File: src/logic/fwd_params.svh
`ifndef FWD_PARAMS_SVH
`define FWD_PARAMS_SVH

// Width of an integer operand or result
`define FWD_XLEN 32

// Architectural register number width, 32 registers
`define FWD_REG_ADDR_W 5

`endif

File: src/logic/fwd_types_pkg.sv
`include "fwd_params.svh"

package fwd_types_pkg;

    // Operand or result value as it travels down the pipeline
    typedef logic [`FWD_XLEN-1:0] data_t;

    // Architectural register number
    // Register 0 reads as zero and never creates a dependency
    typedef logic [`FWD_REG_ADDR_W-1:0] reg_addr_t;

endpackage : fwd_types_pkg

File: src/logic/bypass_sel_pkg.sv
`include "fwd_params.svh"

package bypass_sel_pkg;

    // Operand source chosen in decode
    typedef enum logic [1:0] {
        ID_RF            = 2'd0,
        EXECUTE_BYPASS   = 2'd1,
        MEMORY_BYPASS    = 2'd2,
        WRITEBACK_BYPASS = 2'd3
    } bypass_id_sel_e;

    // Late correction applied in execute, one stage older than in decode
    typedef enum logic [1:0] {
        NO_BYPASS  = 2'd0,
        MEM_BYPASS = 2'd1,
        WB_BYPASS  = 2'd2
    } bypass_ex_sel_e;

endpackage : bypass_sel_pkg

File: src/logic/dependency_check.sv
`timescale 1ns/1ps

`include "fwd_params.svh"

module dependency_check (
    input  fwd_types_pkg::reg_addr_t rs_a_id_i,
    input  fwd_types_pkg::reg_addr_t rs_b_id_i,
    input  fwd_types_pkg::reg_addr_t rd_ex_i,
    input  fwd_types_pkg::reg_addr_t rd_mem_i,
    input  fwd_types_pkg::reg_addr_t rd_wb_i,

    output logic                     dep_ex_a_o,
    output logic                     dep_ex_b_o,
    output logic                     dep_mem_a_o,
    output logic                     dep_mem_b_o,
    output logic                     dep_wb_a_o,
    output logic                     dep_wb_b_o
);

    // Address match, x0 is excluded since it is never written
    function automatic logic reg_match(
        input fwd_types_pkg::reg_addr_t src,
        input fwd_types_pkg::reg_addr_t dst
    );
        return (src == dst) && (src != '0);
    endfunction

    // Stage valid bits are left to the controller
    assign dep_ex_a_o  = reg_match(rs_a_id_i, rd_ex_i);
    assign dep_ex_b_o  = reg_match(rs_b_id_i, rd_ex_i);

    assign dep_mem_a_o = reg_match(rs_a_id_i, rd_mem_i);
    assign dep_mem_b_o = reg_match(rs_b_id_i, rd_mem_i);

    assign dep_wb_a_o  = reg_match(rs_a_id_i, rd_wb_i);
    assign dep_wb_b_o  = reg_match(rs_b_id_i, rd_wb_i);

endmodule : dependency_check

File: src/logic/bypass_controller.sv
`timescale 1ns/1ps

`include "fwd_params.svh"

module bypass_controller (
    input  logic                           clk_i,
    input  logic                           rst_n_i,

    // Decode stage
    input  logic                           valid_id_i,
    output bypass_sel_pkg::bypass_id_sel_e mux_sel_a_id_o,
    output bypass_sel_pkg::bypass_id_sel_e mux_sel_b_id_o,

    // Execute stage
    input  logic                           valid_ex_i,
    input  logic                           data_produced_ex_i,
    input  logic                           is_load_ex_i,
    input  logic                           dep_ex_a_i,
    input  logic                           dep_ex_b_i,
    output bypass_sel_pkg::bypass_ex_sel_e mux_sel_a_ex_o,
    output bypass_sel_pkg::bypass_ex_sel_e mux_sel_b_ex_o,
    output bypass_sel_pkg::bypass_ex_sel_e mux_sel_load_ex_o,

    // Memory stage
    input  logic                           valid_mem_i,
    input  logic                           data_produced_mem_i,
    input  logic                           is_load_mem_i,
    input  logic                           dep_mem_a_i,
    input  logic                           dep_mem_b_i,

    // Writeback stage, its result is always ready
    input  logic                           valid_wb_i,
    input  logic                           dep_wb_a_i,
    input  logic                           dep_wb_b_i
);

    logic                           fwd_en_q;
    logic                           ex_ready;
    logic                           mem_ready;
    logic                           use_ex_a;
    logic                           use_ex_b;
    logic                           use_mem_a;
    logic                           use_mem_b;
    bypass_sel_pkg::bypass_id_sel_e sel_a_id;
    bypass_sel_pkg::bypass_id_sel_e sel_b_id;

    // Youngest producer with its result in hand wins
    function automatic bypass_sel_pkg::bypass_id_sel_e id_select(
        input logic from_ex,
        input logic from_mem,
        input logic from_wb
    );
        if (from_ex) begin
            return bypass_sel_pkg::EXECUTE_BYPASS;
        end else if (from_mem) begin
            return bypass_sel_pkg::MEMORY_BYPASS;
        end else if (from_wb) begin
            return bypass_sel_pkg::WRITEBACK_BYPASS;
        end
        return bypass_sel_pkg::ID_RF;
    endfunction

    // Producer in EX lands in MEM next cycle, producer in MEM lands in WB
    function automatic bypass_sel_pkg::bypass_ex_sel_e ex_select(
        input logic late_ex,
        input logic late_mem
    );
        if (late_ex) begin
            return bypass_sel_pkg::MEM_BYPASS;
        end else if (late_mem) begin
            return bypass_sel_pkg::WB_BYPASS;
        end
        return bypass_sel_pkg::NO_BYPASS;
    endfunction

    // Forwarding stays off until the first clock edge out of reset
    always_ff @(posedge clk_i or negedge rst_n_i) begin
        if (!rst_n_i) begin
            fwd_en_q <= 1'b0;
        end else begin
            fwd_en_q <= 1'b1;
        end
    end

    assign ex_ready  = valid_ex_i && data_produced_ex_i;
    assign mem_ready = valid_mem_i && data_produced_mem_i;

    assign sel_a_id = fwd_en_q ?
        id_select(ex_ready && dep_ex_a_i, mem_ready && dep_mem_a_i, valid_wb_i && dep_wb_a_i) :
        bypass_sel_pkg::ID_RF;
    assign sel_b_id = fwd_en_q ?
        id_select(ex_ready && dep_ex_b_i, mem_ready && dep_mem_b_i, valid_wb_i && dep_wb_b_i) :
        bypass_sel_pkg::ID_RF;

    assign mux_sel_a_id_o = sel_a_id;
    assign mux_sel_b_id_o = sel_b_id;

    // One-hot record of which decode bypass was taken
    assign use_ex_a  = (sel_a_id == bypass_sel_pkg::EXECUTE_BYPASS);
    assign use_ex_b  = (sel_b_id == bypass_sel_pkg::EXECUTE_BYPASS);
    assign use_mem_a = (sel_a_id == bypass_sel_pkg::MEMORY_BYPASS);
    assign use_mem_b = (sel_b_id == bypass_sel_pkg::MEMORY_BYPASS);

    // No data_produced test here, the result exists one cycle later anyway
    always_comb begin
        mux_sel_a_ex_o    = bypass_sel_pkg::NO_BYPASS;
        mux_sel_b_ex_o    = bypass_sel_pkg::NO_BYPASS;
        mux_sel_load_ex_o = bypass_sel_pkg::NO_BYPASS;
        if (fwd_en_q && valid_id_i) begin
            mux_sel_a_ex_o = ex_select(
                valid_ex_i && dep_ex_a_i && !use_ex_a,
                valid_mem_i && dep_mem_a_i && !use_mem_a && !use_ex_a);
            mux_sel_b_ex_o = ex_select(
                valid_ex_i && dep_ex_b_i && !use_ex_b,
                valid_mem_i && dep_mem_b_i && !use_mem_b && !use_ex_b);
            // Store data from a load still in flight
            mux_sel_load_ex_o = ex_select(
                valid_ex_i && is_load_ex_i && dep_ex_b_i,
                valid_mem_i && is_load_mem_i && dep_mem_b_i);
        end
    end

endmodule : bypass_controller

File: src/logic/id_operand_mux.sv
`timescale 1ns/1ps

`include "fwd_params.svh"

module id_operand_mux (
    input  bypass_sel_pkg::bypass_id_sel_e mux_sel_a_i,
    input  bypass_sel_pkg::bypass_id_sel_e mux_sel_b_i,

    input  fwd_types_pkg::data_t           rf_rdata_a_i,
    input  fwd_types_pkg::data_t           rf_rdata_b_i,
    input  fwd_types_pkg::data_t           ex_result_i,
    input  fwd_types_pkg::data_t           mem_result_i,
    input  fwd_types_pkg::data_t           wb_result_i,

    output fwd_types_pkg::data_t           id_op_a_o,
    output fwd_types_pkg::data_t           id_op_b_o
);

    // Four-way operand select shared by both sources
    function automatic fwd_types_pkg::data_t pick(
        input bypass_sel_pkg::bypass_id_sel_e sel,
        input fwd_types_pkg::data_t           rf_data,
        input fwd_types_pkg::data_t           ex_data,
        input fwd_types_pkg::data_t           mem_data,
        input fwd_types_pkg::data_t           wb_data
    );
        case (sel)
            bypass_sel_pkg::EXECUTE_BYPASS:   return ex_data;
            bypass_sel_pkg::MEMORY_BYPASS:    return mem_data;
            bypass_sel_pkg::WRITEBACK_BYPASS: return wb_data;
            default:                          return rf_data;
        endcase
    endfunction

    assign id_op_a_o = pick(mux_sel_a_i, rf_rdata_a_i, ex_result_i, mem_result_i, wb_result_i);
    assign id_op_b_o = pick(mux_sel_b_i, rf_rdata_b_i, ex_result_i, mem_result_i, wb_result_i);

endmodule : id_operand_mux

File: src/logic/ex_operand_stage.sv
`timescale 1ns/1ps

`include "fwd_params.svh"

module ex_operand_stage (
    input  logic                           clk_i,
    input  logic                           rst_n_i,

    // From decode
    input  logic                           valid_id_i,
    input  fwd_types_pkg::data_t           id_op_a_i,
    input  fwd_types_pkg::data_t           id_op_b_i,
    input  bypass_sel_pkg::bypass_ex_sel_e sel_a_i,
    input  bypass_sel_pkg::bypass_ex_sel_e sel_b_i,
    input  bypass_sel_pkg::bypass_ex_sel_e sel_load_i,

    // Results of the older instructions, one cycle on
    input  fwd_types_pkg::data_t           mem_result_i,
    input  fwd_types_pkg::data_t           wb_result_i,

    output logic                           ex_valid_o,
    output fwd_types_pkg::data_t           ex_op_a_o,
    output fwd_types_pkg::data_t           ex_op_b_o,
    output fwd_types_pkg::data_t           ex_store_data_o
);

    fwd_types_pkg::data_t           op_a_q;
    fwd_types_pkg::data_t           op_b_q;
    bypass_sel_pkg::bypass_ex_sel_e sel_a_q;
    bypass_sel_pkg::bypass_ex_sel_e sel_b_q;
    bypass_sel_pkg::bypass_ex_sel_e sel_load_q;

    function automatic fwd_types_pkg::data_t correct(
        input bypass_sel_pkg::bypass_ex_sel_e sel,
        input fwd_types_pkg::data_t           held,
        input fwd_types_pkg::data_t           mem_data,
        input fwd_types_pkg::data_t           wb_data
    );
        case (sel)
            bypass_sel_pkg::MEM_BYPASS: return mem_data;
            bypass_sel_pkg::WB_BYPASS:  return wb_data;
            default:                    return held;
        endcase
    endfunction

    // ID/EX register, the pipeline never stalls
    always_ff @(posedge clk_i or negedge rst_n_i) begin
        if (!rst_n_i) begin
            ex_valid_o <= 1'b0;
            op_a_q     <= '0;
            op_b_q     <= '0;
            sel_a_q    <= bypass_sel_pkg::NO_BYPASS;
            sel_b_q    <= bypass_sel_pkg::NO_BYPASS;
            sel_load_q <= bypass_sel_pkg::NO_BYPASS;
        end else begin
            ex_valid_o <= valid_id_i;
            op_a_q     <= id_op_a_i;
            op_b_q     <= id_op_b_i;
            sel_a_q    <= sel_a_i;
            sel_b_q    <= sel_b_i;
            sel_load_q <= sel_load_i;
        end
    end

    assign ex_op_a_o = correct(sel_a_q, op_a_q, mem_result_i, wb_result_i);
    assign ex_op_b_o = correct(sel_b_q, op_b_q, mem_result_i, wb_result_i);

    // Store data follows operand B, loaded value takes over when still in flight
    assign ex_store_data_o = correct(sel_load_q, ex_op_b_o, mem_result_i, wb_result_i);

endmodule : ex_operand_stage

File: src/logic/forwarding_unit.sv
`timescale 1ns/1ps

`include "fwd_params.svh"

module forwarding_unit (
    input  logic                      clk_i,
    input  logic                      rst_n_i,

    // Instruction in decode
    input  logic                      valid_id_i,
    input  fwd_types_pkg::reg_addr_t  rs_a_id_i,
    input  fwd_types_pkg::reg_addr_t  rs_b_id_i,
    input  fwd_types_pkg::data_t      rf_rdata_a_i,
    input  fwd_types_pkg::data_t      rf_rdata_b_i,

    // Execute stage
    input  logic                      valid_ex_i,
    input  fwd_types_pkg::reg_addr_t  rd_ex_i,
    input  logic                      data_produced_ex_i,
    input  logic                      is_load_ex_i,
    input  fwd_types_pkg::data_t      ex_result_i,

    // Memory stage
    input  logic                      valid_mem_i,
    input  fwd_types_pkg::reg_addr_t  rd_mem_i,
    input  logic                      data_produced_mem_i,
    input  logic                      is_load_mem_i,
    input  fwd_types_pkg::data_t      mem_result_i,

    // Writeback stage
    input  logic                      valid_wb_i,
    input  fwd_types_pkg::reg_addr_t  rd_wb_i,
    input  fwd_types_pkg::data_t      wb_result_i,

    output fwd_types_pkg::data_t      id_op_a_o,
    output fwd_types_pkg::data_t      id_op_b_o,
    output logic                      ex_valid_o,
    output fwd_types_pkg::data_t      ex_op_a_o,
    output fwd_types_pkg::data_t      ex_op_b_o,
    output fwd_types_pkg::data_t      ex_store_data_o
);

    logic                           depEX_src_a;
    logic                           depEX_src_b;
    logic                           depMEM_src_a;
    logic                           depMEM_src_b;
    logic                           depWB_src_a;
    logic                           depWB_src_b;
    bypass_sel_pkg::bypass_id_sel_e mux_sel_a_id;
    bypass_sel_pkg::bypass_id_sel_e mux_sel_b_id;
    bypass_sel_pkg::bypass_ex_sel_e mux_sel_a_ex;
    bypass_sel_pkg::bypass_ex_sel_e mux_sel_b_ex;
    bypass_sel_pkg::bypass_ex_sel_e mux_sel_load_ex;
    fwd_types_pkg::data_t           id_op_a;
    fwd_types_pkg::data_t           id_op_b;

    dependency_check dependency_check_inst (
        .rs_a_id_i   (rs_a_id_i),
        .rs_b_id_i   (rs_b_id_i),
        .rd_ex_i     (rd_ex_i),
        .rd_mem_i    (rd_mem_i),
        .rd_wb_i     (rd_wb_i),
        .dep_ex_a_o  (depEX_src_a),
        .dep_ex_b_o  (depEX_src_b),
        .dep_mem_a_o (depMEM_src_a),
        .dep_mem_b_o (depMEM_src_b),
        .dep_wb_a_o  (depWB_src_a),
        .dep_wb_b_o  (depWB_src_b)
    );

    bypass_controller bypass_controller_inst (
        .clk_i               (clk_i),
        .rst_n_i             (rst_n_i),
        .valid_id_i          (valid_id_i),
        .mux_sel_a_id_o      (mux_sel_a_id),
        .mux_sel_b_id_o      (mux_sel_b_id),
        .valid_ex_i          (valid_ex_i),
        .data_produced_ex_i  (data_produced_ex_i),
        .is_load_ex_i        (is_load_ex_i),
        .dep_ex_a_i          (depEX_src_a),
        .dep_ex_b_i          (depEX_src_b),
        .mux_sel_a_ex_o      (mux_sel_a_ex),
        .mux_sel_b_ex_o      (mux_sel_b_ex),
        .mux_sel_load_ex_o   (mux_sel_load_ex),
        .valid_mem_i         (valid_mem_i),
        .data_produced_mem_i (data_produced_mem_i),
        .is_load_mem_i       (is_load_mem_i),
        .dep_mem_a_i         (depMEM_src_a),
        .dep_mem_b_i         (depMEM_src_b),
        .valid_wb_i          (valid_wb_i),
        .dep_wb_a_i          (depWB_src_a),
        .dep_wb_b_i          (depWB_src_b)
    );

    id_operand_mux id_operand_mux_inst (
        .mux_sel_a_i  (mux_sel_a_id),
        .mux_sel_b_i  (mux_sel_b_id),
        .rf_rdata_a_i (rf_rdata_a_i),
        .rf_rdata_b_i (rf_rdata_b_i),
        .ex_result_i  (ex_result_i),
        .mem_result_i (mem_result_i),
        .wb_result_i  (wb_result_i),
        .id_op_a_o    (id_op_a),
        .id_op_b_o    (id_op_b)
    );

    ex_operand_stage ex_operand_stage_inst (
        .clk_i           (clk_i),
        .rst_n_i         (rst_n_i),
        .valid_id_i      (valid_id_i),
        .id_op_a_i       (id_op_a),
        .id_op_b_i       (id_op_b),
        .sel_a_i         (mux_sel_a_ex),
        .sel_b_i         (mux_sel_b_ex),
        .sel_load_i      (mux_sel_load_ex),
        .mem_result_i    (mem_result_i),
        .wb_result_i     (wb_result_i),
        .ex_valid_o      (ex_valid_o),
        .ex_op_a_o       (ex_op_a_o),
        .ex_op_b_o       (ex_op_b_o),
        .ex_store_data_o (ex_store_data_o)
    );

    assign id_op_a_o = id_op_a;
    assign id_op_b_o = id_op_b;

endmodule : forwarding_unit

File: config.mk
export PLATFORM = sky130hd
export DESIGN_NAME = forwarding_unit
export DESIGN_NICKNAME = d
export VERILOG_FILES = /design/src/logic/fwd_types_pkg.sv /design/src/logic/bypass_sel_pkg.sv /design/src/logic/dependency_check.sv /design/src/logic/bypass_controller.sv /design/src/logic/id_operand_mux.sv /design/src/logic/ex_operand_stage.sv /design/src/logic/forwarding_unit.sv
export VERILOG_INCLUDE_DIRS = /design/src /design/src/logic
export SDC_FILE = /design/constraint.sdc
export NUM_CORES = 1
export LEC_CHECK = 0
export CORE_AREA = 2 2 140 142
export CTS_BUF_LIST = sky130_fd_sc_hd__clkbuf_16
export DETAILED_ROUTE_END_ITERATION = 7
export DIE_AREA = 0 0 142 144
export DONT_BUFFER_PORTS = 1
export PLACE_DENSITY = 0.54
export SLEW_MARGIN = 20
export SYNTH_ARGS = -nofsm -noshare
export SYNTH_HDL_FRONTEND = slang
export SYNTH_SLANG_ARGS = --single-unit
File: constraint.sdc
create_clock -name clk_i -period 3.97 [get_ports clk_i]
set_clock_uncertainty 0.2 [all_clocks]
set_input_delay 0.397 -clock clk_i [delete_from_list [all_inputs] [get_ports clk_i]]
set_output_delay 0.397 -clock clk_i [all_outputs]
set_load 0.01 [all_outputs]
==> summary.md <==
| Metric | Value |
|---|---|
| Design area | 6770 um^2 |
| Die span in x | 142 um |
| Layout area overhead | 9.77% |
| PortBufs | 0 |
| HPWL Detailed | 21000 um |
| Nets | 1017 |
| GRT Overall Usage | 27.2% |
| Gate Count Post-Synth | 852 |
| Final setup vio count | 0 |
| Final hold violation count | 0 |
| Pin count of the biggest net entering global routing | 73 |
| Worst Setup Start Kind | register |
| Post-CTS resize count | 0 |
| Initial Util | 32.3% |
| Clk buf depth | 2 |
| # diodes | 0 |
| Sink Count | 72 |
| Post-route minimum period | 3.22 ns |
| Fin crit share | 81.1% |
| Vias in the first global route | 6809 |
| R2R cell count | 4 |
| Most common cell in the netlist | nand2_1 |
| First-pass GRT wire length | 42000 um |
| Worst-Margin Slew | 0.877 ns |
| CTS Root Cell | clkbuf_16 |
| Area leader, netlist | dfrtp_1 |
| Floorplan Core Area | 19100 um^2 |
| Fin Setup TNS | 0 ns |
| Total CTS buffers | 9 |
| Synth top cells by count | 165 x nand2_1, 156 x o21ai_0, 96 x a22oi_1 |
| Min-delay worst type | input port to register |
| Max_slew headroom | 41.6% |
| Vias after detailed routing | 6855 |
| Initial antenna violation count | 0 |
| Drt pass-1 iters | 6 |
| Leak pwr | 2.56 nW |
| Htree depth | 3 |
| Total congestion overflow | 0 |
| Site Rows | 51 |
| Ports | 356 |
| Post-synth EDFFs | 0 |
| Post-Syn Area | 6170 um^2 |
| Async S/R FF share, synth | 100% |
| Syn avg cell area | 7.24 um^2 |
| Netlist cell types | 46 |
| Worst Path Required | 3.37 ns |
| Worst-path clk slew | 0.06 ns |
| FF+latch count, synth | 72 |
| Hold depth | 2 |
| Slew Viols, Final | 0 |
| Die footprint | 20400 um^2 |
| Clock latency on the worst-skew pair | 0.34 ns |
| Syn_nets | 1053 |
| Vias per cell | 6.47 |
| Worst hold margin | 0.0559 ns |
| Seq/Total Area, Yosys | 29.2% |
| Peak Freq | 0.310 GHz |
| Share of the synthesized area in the top cell type | 29.2% |
| Status | finished clean |
| Top post-synthesis cells by area | dfrtp_1 29%, o21ai_0 13%, a22oi_1 12% |
| Drt drc | 0 |
| CTS tree | done |
| Crit path arrival time | 2.62 ns |
| Worst Path Max Fanout | 17 |
| Maxcap violations | 0 |
| DR WL/cell | 27.9 um |
| Placement Cell Area | 6390 um^2 |
| Synth Flop Type | dfrtp_1 |
| Antenna Nets Post-Route | 0 |
| CP Class | register to output port |
| Peak VDD IR | 0.192 mV |
| YS warnings | 0 |
| RSZ-0062 raised after global routing | false |
| Die Y | 144 um |
| Worst setup EP type | output port |
| Share of cells above drive strength 1 | 7.06% |
| Iter 0 DRT Violations | 647 |
| Total chip power | 2.01 mW |
| Power Dens Cells | 297 nW/um^2 |
| Routed WL | 29500 um |
| Routability cong. | 0.927 |
-- metrics by stage --
stage / util (%) / setup WS (ns) / cells
after floorplan: - / 1.28 / 852
after global placement: 33.5 / 0.798 / 1036
after detailed placement: 33.5 / 0.860 / 1036
after CTS: 35.5 / 0.754 / 1059
after global routing: 35.5 / 0.575 / 1059
final: 35.5 / 0.748 / 1059
-- kinds of logic (layout without fill, tap and decap cells) --
| group | after synthesis | after routing | share of synthesized area (%) |
|---|---|---|---|
| other | 1 | 1 | 0.0608 |
| DFF | 72 | 72 | 29.2 |
| adders and majority gates | 6 | 6 | 1.22 |
| xor gates and xnor gates | 26 | 26 | 3.69 |
| AOI/OAI and AO/OA | 364 | 364 | 40.2 |
| and+or+nand+nor | 262 | 262 | 17.3 |
| buffers and inverters | 121 | 90 | 8.38 |
-- worst max-delay path: stages, from the launching register on --
cell	delay (ns)
dfrtp_1	0.38
inv_1	0.06
ha_2	0.51
buf_4	0.35
a22oi_1	0.12
o21ai_0	0.57
nand2_1	0.10
o21ai_0	0.18
-- timing repair --
| item | CTS | global route |
|---|---|---|
| endpoints found under the hold margin | 78 | 0 |
| hold buffers | 7 | 0 |
| setup buffers | 0 | 0 |
-- layout by cell type, fill, tap and decap left out, types with 3 or more instances in the layout --
cell,count
o22a_1,32
ha_2,4
buf_12,5
buf_4,20
inv_1,42
dlygate4sd3_1,6
o21ai_1,4
dfrtp_1,71
a22oi_1,96
nand2_1,165
xnor2_1,24
nand3_1,4
o2bb2ai_1,32
o21ai_0,156
nor2_1,67
nor3_1,6
clkinvlp_4,3
a41oi_1,31
clkbuf_16,9
-- power by group --
group,internal [mW],leakage (nW),switching (mW)
combinational,0.122,1.57,0.250
sequential,0.776,0.850,0.0164
clock,0.488,0.138,0.363
-- final cells by class --
| cell class | count | area [um^2] |
|---|---|---|
| sequential | 72 | 1800 |
| tap | 238 | 298 |
| clock buffer | 9 | 225 |
| inverter | 42 | 158 |
| clock inverter | 7 | 71.3 |
| timing repair buffer | 32 | 338 |
| fill | 2038 | 12300 |
| multi-input combinational | 659 | 3880 |
-- sequential cells by signal, summed over array words and instances (netlist names) --
register and count:
bypass_controller_inst.fwd_en_q 1, ex_operand_stage_inst.sel_a_q 2, ex_operand_stage_inst.op_a_q 32, ex_operand_stage_inst.op_b_q 32
ex_operand_stage_inst.sel_load_q 2, ex_operand_stage_inst.sel_b_q 2, ex_operand_stage_inst.ex_valid_o 1
-- worst paths after layout --
check | endpoint | startpoint | slack, ns
setup / recovery | ex_store_data_o[24] | ex_operand_stage_inst.sel_b_q[0] | 0.75
hold / removal | ex_operand_stage_inst.sel_a_q[0] | valid_id_i | 0.06
setup reg to reg | ex_operand_stage_inst.op_b_q[0] | bypass_controller_inst.fwd_en_q | 1.49
hold reg to reg | ex_operand_stage_inst.op_b_q[29] | bypass_controller_inst.fwd_en_q | 0.90
max in group asynchronous | ex_operand_stage_inst.op_a_q[17] | rst_n_i | 2.78
min in group asynchronous | ex_operand_stage_inst.op_a_q[31] | rst_n_i | 0.46
-- metal layers --
layer,vias up,track usage [%],share of wire [%]
li1,3019,-,-
met4,0,8.58,2.3
met2,508,44.1,47
met3,51,8.91,11
met1,3277,34.4,40
met5,-,0,0
No activity file was read; power rests on OpenSTA's default activity.
